--- src/common/isaPkg.sv ---
package isaPkg;

	typedef logic [4:0] regIdx_t;

	typedef enum logic [6:0] {
		OP     = 7'b0110011,
		OP_IMM = 7'b0010011,
		LOAD   = 7'b0000011,
		STORE  = 7'b0100011,
		BRANCH = 7'b1100011,
		JAL    = 7'b1101111,
		JALR   = 7'b1100111,
		LUI    = 7'b0110111,
		AUIPC  = 7'b0010111,
		SYSTEM = 7'b1110011
	} opcode_t;

	// funct7 values of the R-type ops
	localparam logic [6:0] F7_BASE = 7'b0000000;
	localparam logic [6:0] F7_ALT  = 7'b0100000; // sra, srai
	localparam logic [6:0] F7_SUB  = 7'b0110000;
	localparam logic [6:0] F7_SEQ  = 7'b0000001;
	localparam logic [6:0] F7_SNE  = 7'b0000010;

	typedef struct packed {
		logic [6:0] funct7;
		regIdx_t    rs2;
		regIdx_t    rs1;
		logic [2:0] funct3;
		regIdx_t    rd;
		opcode_t    opcode;
	} rType_t;

	typedef struct packed {
		logic [11:0] imm;
		regIdx_t     rs1;
		logic [2:0]  funct3;
		regIdx_t     rd;
		opcode_t     opcode;
	} iType_t;

	typedef struct packed {
		logic [6:0] immHi;
		regIdx_t    rs2;
		regIdx_t    rs1;
		logic [2:0] funct3;
		logic [4:0] immLo;
		opcode_t    opcode;
	} sType_t;

	typedef struct packed {
		logic       imm12;
		logic [5:0] imm10_5;
		regIdx_t    rs2;
		regIdx_t    rs1;
		logic [2:0] funct3;
		logic [3:0] imm4_1;
		logic       imm11;
		opcode_t    opcode;
	} bType_t;

	typedef struct packed {
		logic [19:0] imm;
		regIdx_t     rd;
		opcode_t     opcode;
	} uType_t;

	typedef struct packed {
		logic       imm20;
		logic [9:0] imm10_1;
		logic       imm11;
		logic [7:0] imm19_12;
		regIdx_t    rd;
		opcode_t    opcode;
	} jType_t;

	typedef union packed {
		rType_t rType;
		iType_t iType;
		sType_t sType;
		bType_t bType;
		uType_t uType;
		jType_t jType;
	} instWord_t;

	typedef enum logic [3:0] {
		ALU_ADD, ALU_SUB, ALU_SLL, ALU_SLT, ALU_SLTU, ALU_SEQ,
		ALU_SNE, ALU_XOR, ALU_SRL, ALU_SRA, ALU_OR, ALU_AND
	} aluOp_t;

	typedef enum logic [2:0] {
		LD_NONE, LD_B, LD_H, LD_W, LD_D, LD_BU, LD_HU
	} loadType_t;

	typedef enum logic [2:0] {
		ST_NONE, ST_B, ST_H, ST_W, ST_D
	} storeType_t;

endpackage

--- src/common/cpuPkg.sv ---
package cpuPkg;

	localparam int XLEN = 64;

	typedef logic [XLEN-1:0] word_t;

	// a7 values understood by the ecall sequencer
	localparam word_t ECALL_WRITE = 64;
	localparam word_t ECALL_EXIT  = 93;

	localparam isaPkg::regIdx_t REG_SP = 5'd2;
	localparam isaPkg::regIdx_t REG_A0 = 5'd10;
	localparam isaPkg::regIdx_t REG_A1 = 5'd11;
	localparam isaPkg::regIdx_t REG_A2 = 5'd12;
	localparam isaPkg::regIdx_t REG_A7 = 5'd17;

	typedef struct packed {
		word_t              address;
		word_t              writeData;
		logic               readEn;
		logic               writeEn;
		isaPkg::loadType_t  loadType;
		isaPkg::storeType_t storeType;
	} memReq_t;

	typedef struct packed {
		word_t fd;
		word_t address;
		word_t len;
	} ecallArgs_t;

	typedef struct packed {
		word_t              aluIn1;
		word_t              aluIn2;
		isaPkg::aluOp_t     aluOp;
		logic               regWriteEn;
		logic               memReadEn;
		logic               memWriteEn;
		isaPkg::loadType_t  loadType;
		isaPkg::storeType_t storeType;
		isaPkg::regIdx_t    rd;
		logic               takeBranch;
		word_t              branchTarget;
		logic               isEcall;
	} exeCtrl_t;

endpackage

--- src/verilog/instDecoder.sv ---
`timescale 1ns/1ps

module instDecoder (
	input  isaPkg::instWord_t instr,
	input  cpuPkg::word_t     pc,
	input  cpuPkg::word_t     rs1Data,
	input  cpuPkg::word_t     rs2Data,
	output cpuPkg::exeCtrl_t  ctrl,
	output isaPkg::regIdx_t   rs1,
	output isaPkg::regIdx_t   rs2
);
	import isaPkg::*;
	import cpuPkg::*;

	word_t immI;
	word_t immS;
	word_t immB;
	word_t immU;
	word_t immJ;
	aluOp_t regOp;
	aluOp_t immOp;
	logic regOpValid;
	logic immOpValid;
	logic branchCond;
	loadType_t loadType;
	storeType_t storeType;

	assign rs1 = instr.rType.rs1;
	assign rs2 = instr.rType.rs2;

	assign immI = {{(XLEN-12){instr.iType.imm[11]}}, instr.iType.imm};
	assign immS = {{(XLEN-12){instr.sType.immHi[6]}}, instr.sType.immHi, instr.sType.immLo};
	assign immB = {{(XLEN-12){instr.bType.imm12}}, instr.bType.imm11, instr.bType.imm10_5,
		instr.bType.imm4_1, 1'b0};
	assign immU = {{(XLEN-32){instr.uType.imm[19]}}, instr.uType.imm, 12'd0};
	assign immJ = {{(XLEN-20){instr.jType.imm20}}, instr.jType.imm19_12, instr.jType.imm11,
		instr.jType.imm10_1, 1'b0};

	always_comb begin
		regOp = ALU_ADD;
		regOpValid = 1'b1;
		case ({instr.rType.funct7, instr.rType.funct3})
			{F7_BASE, 3'b000}: regOp = ALU_ADD;
			{F7_SUB,  3'b000}: regOp = ALU_SUB;
			{F7_BASE, 3'b001}: regOp = ALU_SLL;
			{F7_BASE, 3'b010}: regOp = ALU_SLT;
			{F7_SEQ,  3'b010}: regOp = ALU_SEQ;
			{F7_SNE,  3'b010}: regOp = ALU_SNE;
			{F7_BASE, 3'b011}: regOp = ALU_SLTU;
			{F7_BASE, 3'b100}: regOp = ALU_XOR;
			{F7_BASE, 3'b101}: regOp = ALU_SRL;
			{F7_ALT,  3'b101}: regOp = ALU_SRA;
			{F7_BASE, 3'b110}: regOp = ALU_OR;
			{F7_BASE, 3'b111}: regOp = ALU_AND;
			default: regOpValid = 1'b0;
		endcase
	end

	// shift immediates carry a 6-bit shamt, so only funct7[6:1] selects
	always_comb begin
		immOp = ALU_ADD;
		immOpValid = 1'b1;
		case (instr.iType.funct3)
			3'b000: immOp = ALU_ADD;
			3'b010: immOp = ALU_SLT;
			3'b011: immOp = ALU_SLTU;
			3'b100: immOp = ALU_XOR;
			3'b110: immOp = ALU_OR;
			3'b111: immOp = ALU_AND;
			3'b001: begin
				immOp = ALU_SLL;
				immOpValid = instr.rType.funct7[6:1] == F7_BASE[6:1];
			end
			default: begin
				immOp = (instr.rType.funct7[6:1] == F7_ALT[6:1]) ? ALU_SRA : ALU_SRL;
				immOpValid = instr.rType.funct7[6:1] == F7_ALT[6:1] ||
					instr.rType.funct7[6:1] == F7_BASE[6:1];
			end
		endcase
	end

	always_comb begin
		case (instr.iType.funct3)
			3'b000: loadType = LD_B;
			3'b001: loadType = LD_H;
			3'b010: loadType = LD_W;
			3'b011: loadType = LD_D;
			3'b100: loadType = LD_BU;
			3'b101: loadType = LD_HU;
			default: loadType = LD_NONE;
		endcase
		case (instr.sType.funct3)
			3'b000: storeType = ST_B;
			3'b001: storeType = ST_H;
			3'b010: storeType = ST_W;
			3'b011: storeType = ST_D;
			default: storeType = ST_NONE;
		endcase
	end

	always_comb begin
		case (instr.bType.funct3)
			3'b000: branchCond = rs1Data == rs2Data;
			3'b001: branchCond = rs1Data != rs2Data;
			3'b100: branchCond = $signed(rs1Data) < $signed(rs2Data);
			3'b101: branchCond = $signed(rs1Data) >= $signed(rs2Data);
			3'b110: branchCond = rs1Data < rs2Data;
			3'b111: branchCond = rs1Data >= rs2Data;
			default: branchCond = 1'b0;
		endcase
	end

	always_comb begin
		ctrl = '0;
		ctrl.aluOp = ALU_ADD;
		ctrl.rd = instr.rType.rd;
		ctrl.aluIn1 = rs1Data;
		case (instr.rType.opcode)
			OP: begin
				ctrl.regWriteEn = regOpValid;
				ctrl.aluIn2 = rs2Data;
				ctrl.aluOp = regOp;
			end
			OP_IMM: begin
				ctrl.regWriteEn = immOpValid;
				ctrl.aluIn2 = immI;
				ctrl.aluOp = immOp;
			end
			LOAD: begin
				ctrl.regWriteEn = loadType != LD_NONE;
				ctrl.memReadEn = loadType != LD_NONE;
				ctrl.loadType = loadType;
				ctrl.aluIn2 = immI;
			end
			STORE: begin
				ctrl.memWriteEn = storeType != ST_NONE;
				ctrl.storeType = storeType;
				ctrl.aluIn2 = immS;
			end
			BRANCH: begin
				ctrl.takeBranch = branchCond;
				ctrl.branchTarget = pc + immB;
			end
			JAL: begin
				ctrl.regWriteEn = 1'b1;
				ctrl.aluIn1 = pc; // link = pc + 4
				ctrl.aluIn2 = word_t'(4);
				ctrl.takeBranch = 1'b1;
				ctrl.branchTarget = pc + immJ;
			end
			JALR: begin
				ctrl.regWriteEn = instr.iType.funct3 == 3'b000;
				ctrl.aluIn1 = pc;
				ctrl.aluIn2 = word_t'(4);
				ctrl.takeBranch = instr.iType.funct3 == 3'b000;
				ctrl.branchTarget = (rs1Data + immI) & ~word_t'(1);
			end
			LUI: begin
				ctrl.regWriteEn = 1'b1;
				ctrl.aluIn1 = '0;
				ctrl.aluIn2 = immU;
			end
			AUIPC: begin
				ctrl.regWriteEn = 1'b1;
				ctrl.aluIn1 = pc;
				ctrl.aluIn2 = immU;
			end
			SYSTEM: ctrl.isEcall = instr.iType.funct3 == 3'b000 && instr.iType.imm == 12'd0;
			default: ; // unknown opcode acts as a no-op
		endcase
	end

endmodule

--- config.mk ---
export PLATFORM = sky130hd
export DESIGN_NAME = instDecoder
export DESIGN_NICKNAME = d
export VERILOG_FILES = /design/src/common/isaPkg.sv /design/src/common/cpuPkg.sv /design/src/verilog/instDecoder.sv
export SDC_FILE = /design/constraint.sdc
export NUM_CORES = 1
export LEC_CHECK = 0
export BUFFER_PORTS_ARGS = -buffer_cell sky130_fd_sc_hd__buf_4
export CAP_MARGIN = 20
export CORE_UTILIZATION = 35
export DETAILED_ROUTE_END_ITERATION = 8
export PLACE_DENSITY = 0.59
export SLEW_MARGIN = 30
export SYNTH_ARGS = -nofsm -noshare
export SYNTH_HDL_FRONTEND = slang
export SYNTH_SLANG_ARGS = --single-unit
--- constraint.sdc ---
create_clock -name vclk -period 13.37
set_clock_uncertainty 0.2 [all_clocks]
set_input_delay 1.337 -clock vclk [all_inputs]
set_output_delay 1.337 -clock vclk [all_outputs]
set_load 0.02 [all_outputs]
==> metrics.sh, run 1 <==
NUM-CLOCK-BUFFERS=0
OUTCOME='finished clean'
GROUTE.USAGE.OVERALL_PCT=32.8
TIMING.HOLD.WORST.CLASS='in2out'
FINAL-SEQ-AREA_UM2=0
AREA_OF_THE_MULTI_INPUT_GATES_UM2=10800
NETLIST.TOP_CELL.BY_AREA='sky130_fd_sc_hd__ha_1'
FINALWIRELENGTH_UM=58800
DRT_ITER0_DRC=1160
POSTCTSSETUPREPAIRBUFS=0
LAYOUT-AREA-OVERHEAD-VS-SYNTH_PCT=31.1
PLACE_CONGESTION=1.03
PWR_DENSITY_CELL_nW_PER_UM2=42.7
ACHIEVABLE-FREQUENCY_MHz=133
YOSYSMOSTFREQUENTCELL='sky130_fd_sc_hd__ha_1'
LAYOUT.NETS=2485
DPL.HPWL_UM=49300
GRT_FIRST_PASS_WIRELENGTH_UM=85300
GRT-OVFL-TOTAL=0
SETUP_TOTAL_NEGATIVE_SLACK_NS=0
CRITICAL_PATH.MAX_FANOUT=9
FIN_HOLD_WS_NS=2.71
VIAS_PER_CELL=6.04
MIN_PERIOD_OVER_PERIOD_PCT=56.4
DIEAREA_UM2=33800
TIGHTEST_SLEW_NS=0.907
CP_REQUIRED_NS=11.83
GRT_START_MAX_NET_PINS=61
POSTROUTEANTENNANETS=0
GRT_ANTENNA_BEFORE_REPAIR=8
PLACEABLECOREAREA_UM2=32500
SHARE_OF_SYNTHESIZED_AREA_OCCUPIED_BY_FLIP_FLOPS_AND_LATCHES_PCT=0
CRITICAL_PATH_ARRIVAL_NS=6.01
START_KIND='input pin'
DESIGN_AREA_UM2=15200
FRACTION_OF_FINAL_LAYOUT_CELLS_WITH_DRIVE_STRENGTH_GREATER_THAN_1_PCT=24.4
POST_DRT_WL_PER_CELL_UM=23.3
ENDPOINT_KIND='output pin'
POWER.IR.VDD_WORST_uV=20.9
GRT_PASS1_VIAS=14200
DRC=0
TOP_CELLS_BY_COUNT_SYNTH='188 x sky130_fd_sc_hd__ha_1, 157 x sky130_fd_sc_hd__nand2_1, 149 x sky130_fd_sc_hd__a21oi_1'
NUM-FILL-CELLS=3508
MAX-SLEW-MARGIN-REL_PCT=39.5
IOPINCOUNT=446
GRT_SETUP_UNREPAIRED='no'
PLACED_CELL_AREA_UM2=15100
CTS-HOLD-FIX-BUFFERS=0
PORT_BUFFERS=446
DIE_W_UM=184
SYNTH_FP_NETS=2127
NUMSEQUENTIALCELLS=0
SYNTH.CELL_AREA_UM2=11600
AREA_SHARE_OF_THE_LARGEST_CELL_TYPE_AFTER_SYNTHESIS_PCT=20.3
EFFECTIVE_UTILIZATION_AT_FLOORPLAN_PCT=35.6
DIE_H_UM=184
FINAL_HOLD_VIOLATING_ENDPOINTS=0
STATIC-LEAKAGE-POWER_nW=7.70
YS_TYPES=84
POST_CTS.RESIZED_INSTANCES=0
FINAL_CORE_UTIL_PCT=46.7
DETAILROUTE.VIA_COUNT=15200
LAYOUT_MIN_CYCLE_TIME_NS=7.55
POST_SYNTH_INST_COUNT=1713
POST_SYNTH_MAIN_AREA_CONTRIBUTORS='sky130_fd_sc_hd__ha_1 20%, sky130_fd_sc_hd__a21o_1 7.8%, sky130_fd_sc_hd__a21oi_1 6.4%'
DR.PASS1.ITERS=6
SYNTHESIS.AREA_PER_INSTANCE_UM2=6.76
SETUP-VIOLATIONS-FINAL=0
SYNTH-WARNING-COUNT=0
ROWS=66
SETUP_CP_TYPE='in2out'
TIMING_MAX_TRANSITION_VIOLATIONS_FINAL=0
MAX_CAP_VIOL_COUNT=0
## path summary, 6_finish.rpt
kind	start	end	slack, ns	depth (start not counted)
max	instr[4]	ctrl[31]	5.82	19
min	instr[8]	ctrl[67]	2.71	2
## metal layers
| metal | wire length [µm] | up-vias | GRT usage, % |
|---|---|---|---|
| met3 | 3980 | 79 | 2.04 |
| li1 | - | 7234 | - |
| met2 | 28600 | 736 | 58.8 |
| met1 | 24600 | 7166 | 42.2 |
| met5 | 0 | - | 0 |
| met4 | 1560 | 0 | 8.30 |
## stage by stage
stage               setup slack (ns)  power (mW)  cells
finish                          5.82       0.649   2519
global route                    5.45       0.699   2519
CTS                             5.86       0.639   2510
detailed placement              5.88       0.635   2510
global placement                5.89       0.635   2510
floorplan                       6.79       0.407   1713
## cell families (layout without fill, tap and decap cells)
kind of cell    count (synthesis)  in the layout  share of synthesized area, %
xor+xnor                      112            112                          8.47
mux                             3              3                         0.270
simple gates                  507            507                          21.3
fa+ha+maj                     190            190                          20.6
other cells                     0              8                             0
buf+inv                       199            555                          7.05
compound gates                702            702                          42.2
## report_power, final
group,total (mW),switching [mW],internal (mW)
Combinational,0.649,0.385,0.264
Sequential,0,0,0
Clock,0.0000000805,0,0.0000000804
Total,0.649,0.385,0.264
## critical path, stage by stage
cell and delay (ns):
sky130_fd_sc_hd__buf_4 0.14, sky130_fd_sc_hd__nor2b_1 0.15, sky130_fd_sc_hd__nand2_1 0.15, sky130_fd_sc_hd__nor2_1 0.38, sky130_fd_sc_hd__nand2_1 0.31, sky130_fd_sc_hd__and2_1 0.34, sky130_fd_sc_hd__a21o_1 0.19, sky130_fd_sc_hd__ha_1 0.36
sky130_fd_sc_hd__nand4_1 0.14, sky130_fd_sc_hd__a2111oi_0 0.37, sky130_fd_sc_hd__o41ai_1 0.21, sky130_fd_sc_hd__a21oi_2 0.18, sky130_fd_sc_hd__o211ai_1 0.21, sky130_fd_sc_hd__and2_1 0.24, sky130_fd_sc_hd__o21ai_0 0.48, sky130_fd_sc_hd__a21o_1 0.22
sky130_fd_sc_hd__a21oi_1 0.06, sky130_fd_sc_hd__o211ai_1 0.31, sky130_fd_sc_hd__buf_4 0.21
## layout make-up
cell class	instances	area share, %
antenna	8	0.132
inverter	99	2.45
multi-input combinational	1514	71.1
tap	442	3.64
timing repair buffer	456	22.6
## placed cells by master (no fill, tap or decap), drive strengths merged, types with 11 or more instances in the layout
cell type  instances
o22ai             55
o211ai            21
a211o             11
xnor2             57
nand2b            22
nor2             112
nor2b             18
a21o             121
inv               99
xor2              55
ha               188
nor3              39
or3               11
and2              12
nand3             34
o21a              18
nor4              11
a221o             19
o21ai            110
a211oi            23
buf              455
nand2            157
a22o              64
a31oi             20
and3              12
o21bai            14
a21oi            153
or2               13
nand4             48
(Power assumes the default switching activity.)
==> run 2, diff against run 1 <==
--- a/config.mk
+++ b/config.mk
@@ -5,11 +5,12 @@
 export SDC_FILE = /design/constraint.sdc
 export NUM_CORES = 1
 export LEC_CHECK = 0
+export ABC_AREA = 1
 export BUFFER_PORTS_ARGS = -buffer_cell sky130_fd_sc_hd__buf_4
 export CAP_MARGIN = 20
 export CORE_UTILIZATION = 35
 export DETAILED_ROUTE_END_ITERATION = 8
-export PLACE_DENSITY = 0.59
+export PLACE_DENSITY = 0.58
 export SLEW_MARGIN = 30
 export SYNTH_ARGS = -nofsm -noshare
 export SYNTH_HDL_FRONTEND = slang
==> constraint.sdc (replaced) <==
create_clock -name vclk -period 7.8
set_clock_uncertainty 0.2 [all_clocks]
set_input_delay 0.78 -clock vclk [all_inputs]
set_output_delay 0.78 -clock vclk [all_outputs]
set_load 0.02 [all_outputs]
==> metrics.sh, run 2 <==
TIGHTEST_SLEW_NS=1.02
LAYOUT.CELLS.MOST_COMMON='sky130_fd_sc_hd__nand2_1'
TIMING.HOLD.WORST.CLASS='in2out'
EFFECTIVE_UTILIZATION_AT_FLOORPLAN_PCT=35.7
PLACED_CELL_AREA_UM2=17300
POSTCTSSETUPREPAIRBUFS=0
DP_CELLS=3537
STATIC-LEAKAGE-POWER_nW=9.14
CRITICAL_PATH_ARRIVAL_NS=4.89
CRITICAL_PATH.MAX_FANOUT=13
TIMING_MAX_TRANSITION_VIOLATIONS_FINAL=0
MAX-SLEW-MARGIN-REL_PCT=32.2
NUM-CLOCK-BUFFERS=0
FINAL-SEQ-AREA_UM2=0
DIE_H_UM=198
CP_REQUIRED_NS=6.82
MAX_CAP_VIOL_COUNT=0
CTS-HOLD-FIX-BUFFERS=0
SYNTH_FP_NETS=3042
LAYOUT.NETS=3443
FRACTION_OF_FINAL_LAYOUT_CELLS_WITH_DRIVE_STRENGTH_GREATER_THAN_1_PCT=16.4
YOSYSMOSTFREQUENTCELL='sky130_fd_sc_hd__nand2_1'
GRT_ANTENNA_BEFORE_REPAIR=2
GROUTE.USAGE.OVERALL_PCT=38.3
DR.PASS1.ITERS=6
TOTAL_POWER_mW=1.15
POWER.IR.VDD_WORST_uV=36.3
SYNTH_COMPOUND_GATE_AREA_SHARE_PCT=30.7
DIE_W_UM=198
ROWS=71
DRC=0
GRT_START_MAX_NET_PINS=76
SYNTHMUXAREASHARE_PCT=0
TIMING.CRITICAL_PATH.CELLS='buf_4, inv_1, nand2_1, nor2_2, inv_2, nor3_4, inv_2, nor2_4, inv_1, nand2_1, o21ai_0, inv_1, ha_1, a21oi_1, o21a_1, o21ai_0, a21oi_1, nand2_1, a21boi_0, or2_0, nand3_1, o21ai_1, buf_4'
START_KIND='input pin'
VIAS_PER_CELL=5.56
FINALWIRELENGTH_UM=78800
TOP_CELLS_BY_COUNT_SYNTH='583 x sky130_fd_sc_hd__nand2_1, 457 x sky130_fd_sc_hd__inv_1, 329 x sky130_fd_sc_hd__nor2_1'
PORT_BUFFERS=446
PLACE_CONGESTION=1.03
PLACEABLECOREAREA_UM2=37800
SYNTHESIS.AREA_PER_INSTANCE_UM2=5.14
GRT_FIRST_PASS_WIRELENGTH_UM=112000
GRT-OVFL-TOTAL=0
SYNTH-XOR-AREA-SHARE_PCT=0.779
MIN_PERIOD_OVER_PERIOD_PCT=75.3
SYNTHADDERAREAFRAC_PCT=17.7
SYNTHSIMPLEGATEAREAFRAC_PCT=35.7
POST_SYNTH_MAIN_AREA_CONTRIBUTORS='sky130_fd_sc_hd__ha_1 17%, sky130_fd_sc_hd__nand2_1 16%, sky130_fd_sc_hd__inv_1 13%'
PWR_DENSITY_CELL_nW_PER_UM2=66.6
SETUP-VIOLATIONS-FINAL=0
SETUP_TOTAL_NEGATIVE_SLACK_NS=0
WORST_PATH_MAX_DELAY_CELL='sky130_fd_sc_hd__nor3_4'
POST_DRT_WL_PER_CELL_UM=22.3
DESIGN_AREA_UM2=17300
LAYOUT_MIN_CYCLE_TIME_NS=5.87
SETUP_CP_TYPE='in2out'
GRT_SETUP_UNREPAIRED='no'
NUM-FILL-CELLS=4224
ENDPOINT_KIND='output pin'
CRITPATHMAXSTAGEDELAY_NS=0.32
DETAILROUTE.VIA_COUNT=19700
MOST-COMMON-LAYOUT-CELLS='583 x sky130_fd_sc_hd__nand2_1, 457 x sky130_fd_sc_hd__inv_1, 452 x sky130_fd_sc_hd__buf_4'
POSTROUTEANTENNANETS=0
ACHIEVABLE-FREQUENCY_MHz=170
FINAL_HOLD_VIOLATING_ENDPOINTS=0
SHARE_OF_SYNTHESIZED_AREA_OCCUPIED_BY_FLIP_FLOPS_AND_LATCHES_PCT=0
NUMSEQUENTIALCELLS=0
FIN_HOLD_WS_NS=1.57
YS_TYPES=50
OUTCOME='finished clean'
POST_CTS.RESIZED_INSTANCES=0
DIEAREA_UM2=39400
SYNTH.CELL_AREA_UM2=13500
DPL.HPWL_UM=68900
IOPINCOUNT=446
DRT_ITER0_DRC=1669
POST_SYNTH_INST_COUNT=2628
FINAL-INSTANCE-COUNT-EXCL-FILL=3539
NETLIST.TOP_CELL.BY_AREA='sky130_fd_sc_hd__ha_1'
SYNTH_TOP_FAMILY_BY_AREA='simple AND/OR/NAND/NOR gates'
LAYOUT-AREA-OVERHEAD-VS-SYNTH_PCT=28.2
GRT_PASS1_VIAS=18400
SYNTH-WARNING-COUNT=0
AREA_SHARE_OF_THE_LARGEST_CELL_TYPE_AFTER_SYNTHESIS_PCT=17.4
## run 2: cells by family after synthesis
family	Yosys count
AOI/OAI and AO/OA	752
xor gates and xnor gates	12
adders and majority gates	190
buffers and inverters	516
and+or+nand+nor	1158
## run 2: final timing paths
check / start / endpoint / slack [ns] / cells after the start
worst max-delay path: instr[4] / ctrl[38] / 1.93 / 23
worst min-delay path: instr[8] / ctrl[67] / 1.57 / 2
## run 2: power by group
group | internal, mW | leakage, nW | total [mW] | switching [mW]
Combinational | 0.389 | 9.14 | 1.15 | 0.763
Clock | 0.0000000175 | 0.00000634 | 0.0000000175 | 0
Sequential | 0 | 0 | 0 | 0
## run 2: final cells by class
| type | count | area, µm² | area share (%) |
|---|---|---|---|
| timing repair buffer | 453 | 3420 | 19.8 |
| multi-input combinational | 2112 | 11500 | 66.5 |
| antenna | 1 | 2.50 | 0.0145 |
| tap | 511 | 639 | 3.70 |
| inverter | 462 | 1730 | 10.0 |
## run 2: metrics by stage
stage | setup slack [ns] | utilization, %
3_3_place_gp | 2.23 | 45.6
5_1_grt | 1.55 | 45.7
2_1_floorplan | 3.16 | -
3_5_place_dp | 2.10 | 45.6
4_1_cts | 2.08 | 45.6
6_report | 1.93 | 45.7
## run 2: per-layer routing
layer | vias to the layer above | global-route usage (%) | routed length, µm
met5 | - | 0 | 0
met4 | 0 | 27.4 | 6280
met3 | 210 | 3.97 | 6140
met2 | 1058 | 64.8 | 35500
met1 | 8895 | 45.2 | 30900
li1 | 9531 | - | -
## run 2: critical path, delay by kind of cell
kind	cells	cell delay, ns
compound gates	7	1.38
fa+ha+maj	1	0.27
simple gates	8	1.58
buf+inv	7	0.86
==> run 3, diff against run 2 <==
==> constraint.sdc (replaced) <==
create_clock -name vclk -period 5.6
set_clock_uncertainty 0.2 [all_clocks]
set_input_delay 0.56 -clock vclk [all_inputs]
set_output_delay 0.56 -clock vclk [all_outputs]
set_load 0.02 [all_outputs]
==> metrics.sh, run 3 (synthesis results as in run 2) <==
FRACTION_OF_FINAL_LAYOUT_CELLS_WITH_DRIVE_STRENGTH_GREATER_THAN_1_PCT=16.6
PATH_DELAY_FAMILY='simple AND/OR/NAND/NOR gates'
DRC=0
CP_REQUIRED_NS=4.84
POST_DRT_WL_PER_CELL_UM=22.0
FINAL_HOLD_VIOLATING_ENDPOINTS=0
DPL.HPWL_UM=68900
PLACED_CELL_AREA_UM2=17300
DIE_H_UM=198
DETAILROUTE.VIA_COUNT=19700
GRT_ANTENNA_BEFORE_REPAIR=2
AREA_OF_THE_MULTI_INPUT_GATES_UM2=11500
EFFECTIVE_UTILIZATION_AT_FLOORPLAN_PCT=35.7
TIMING_MAX_TRANSITION_VIOLATIONS_FINAL=0
IOPINCOUNT=446
WORSTPATHBUFFERINVERTERCOUNT=7
DIE_W_UM=198
MIN_PERIOD_OVER_PERIOD_PCT=94.1
OUTCOME='finished clean'
FINAL-INSTANCE-COUNT-EXCL-FILL=3547
PLACEABLECOREAREA_UM2=37800
CRITICAL_PATH.MAX_FANOUT=13
NUMSEQUENTIALCELLS=0
TIMING.HOLD.WORST.CLASS='in2out'
LAYOUT.NETS=3451
CAPTURING_ELEMENT_OF_THE_WORST_SETUP_PATH='ctrl[38]'
GRT_PASS1_VIAS=18200
FINAL-SEQ-AREA_UM2=0
ACHIEVABLE-FREQUENCY_MHz=190
TIMING.CRITICAL_PATH.CELLS='buf_4, inv_1, nand2_1, nor2_2, inv_2, nor3_4, inv_2, nor2_4, inv_1, nand2_1, o21ai_0, inv_1, ha_1, a21oi_1, nor2_1, nor2_1, o21ai_0, a21oi_1, nand2_1, a21boi_1, or2_0, nand3_1, o21ai_1, buf_4'
FINALWIRELENGTH_UM=78200
MOST-COMMON-LAYOUT-CELLS='583 x sky130_fd_sc_hd__nand2_1, 457 x sky130_fd_sc_hd__inv_1, 457 x sky130_fd_sc_hd__buf_4'
GRT_START_MAX_NET_PINS=61
CP.DEPTH=24
DRT_ITER0_DRC=1880
WORST_PATH_MAX_DELAY_CELL='sky130_fd_sc_hd__nor3_4'
PORT_BUFFERS=446
MAX_CAP_VIOL_COUNT=0
LAYOUT-AREA-OVERHEAD-VS-SYNTH_PCT=28.9
DP_CELLS=3542
SETUP_CP_TYPE='in2out'
PLACE_CONGESTION=1.05
MAX-SLEW-MARGIN-REL_PCT=35.2
POSTROUTEANTENNANETS=0
ROWS=71
GRT_FIRST_PASS_WIRELENGTH_UM=111000
CRITPATHMAXSTAGEDELAY_NS=0.30
POWER.IR.VDD_WORST_uV=62.6
GRT-OVFL-TOTAL=0
TIGHTEST_SLEW_NS=0.962
VIAS_PER_CELL=5.57
CRITICAL_PATH_ARRIVAL_NS=4.51
SETUP-VIOLATIONS-FINAL=0
START_KIND='input pin'
GROUTE.USAGE.OVERALL_PCT=37.8
LAYOUT.CELLS.MOST_COMMON='sky130_fd_sc_hd__nand2_1'
PWR_DENSITY_CELL_nW_PER_UM2=92.2
SETUP_TOTAL_NEGATIVE_SLACK_NS=0
LAYOUT_MIN_CYCLE_TIME_NS=5.27
GRT_SETUP_UNREPAIRED='no'
DIEAREA_UM2=39400
DESIGN_AREA_UM2=17400
STATIC-LEAKAGE-POWER_nW=9.21
NUM-CLOCK-BUFFERS=0
DR.PASS1.ITERS=6
CRIT_START='instr[4]'
ENDPOINT_KIND='output pin'
NUM-FILL-CELLS=4283
==> run 3: routing by layer <==
metal  vias to the layer above  share of wire (%)  track usage, %
met5                         -                  0               0
met4                         0                8.3            26.1
met3                       237                8.0            3.95
met2                      1099                 45            63.8
met1                      8831                 39            44.9
li1                       9577                  -               -
==> run 3: area by class of cell <==
type | count | share of cell area, %
antenna | 1 | 0.0144
inverter | 462 | 9.97
multi-input combinational | 2112 | 66.1
tap | 511 | 3.67
timing repair buffer | 461 | 20.3
==> run 3: worst min path at each step <==
stage              start  slack [ns]  cells past startpoint  endpoint
3_5_place_dp    instr[8]        1.13                      2  ctrl[67]
2_1_floorplan  instr[12]         1.0                      1  ctrl[74]
5_1_grt         instr[8]        1.14                      2  ctrl[67]
3_3_place_gp    instr[8]        1.13                      2  ctrl[67]
6_report        instr[8]        1.13                      2  ctrl[67]
4_1_cts         instr[8]        1.13                      2  ctrl[67]
==> run 3: report_power, final <==
group / internal (mW) / switching [mW]
clock network: 0.0000000239 / 0
logic: 0.546 / 1.06
registers: 0 / 0
==> run 3: repair_timing <==
item,4_1_cts,5_1_grt
hold buffers,0,0
gates resized for setup,0,1
setup buffers,0,3
setup endpoints to repair,0,1
==> run 3: through the flow <==
stage,power [mW],hold slack (ns),util [%],setup slack (ns)
6_report,1.60,1.13,46.0,0.329
5_1_grt,1.74,1.14,46.0,0.0272
4_1_cts,1.57,1.13,45.8,0.254
3_5_place_dp,1.56,1.13,45.8,0.272
3_3_place_gp,1.55,1.13,45.7,0.391
2_1_floorplan,0.925,1.00,-,1.40
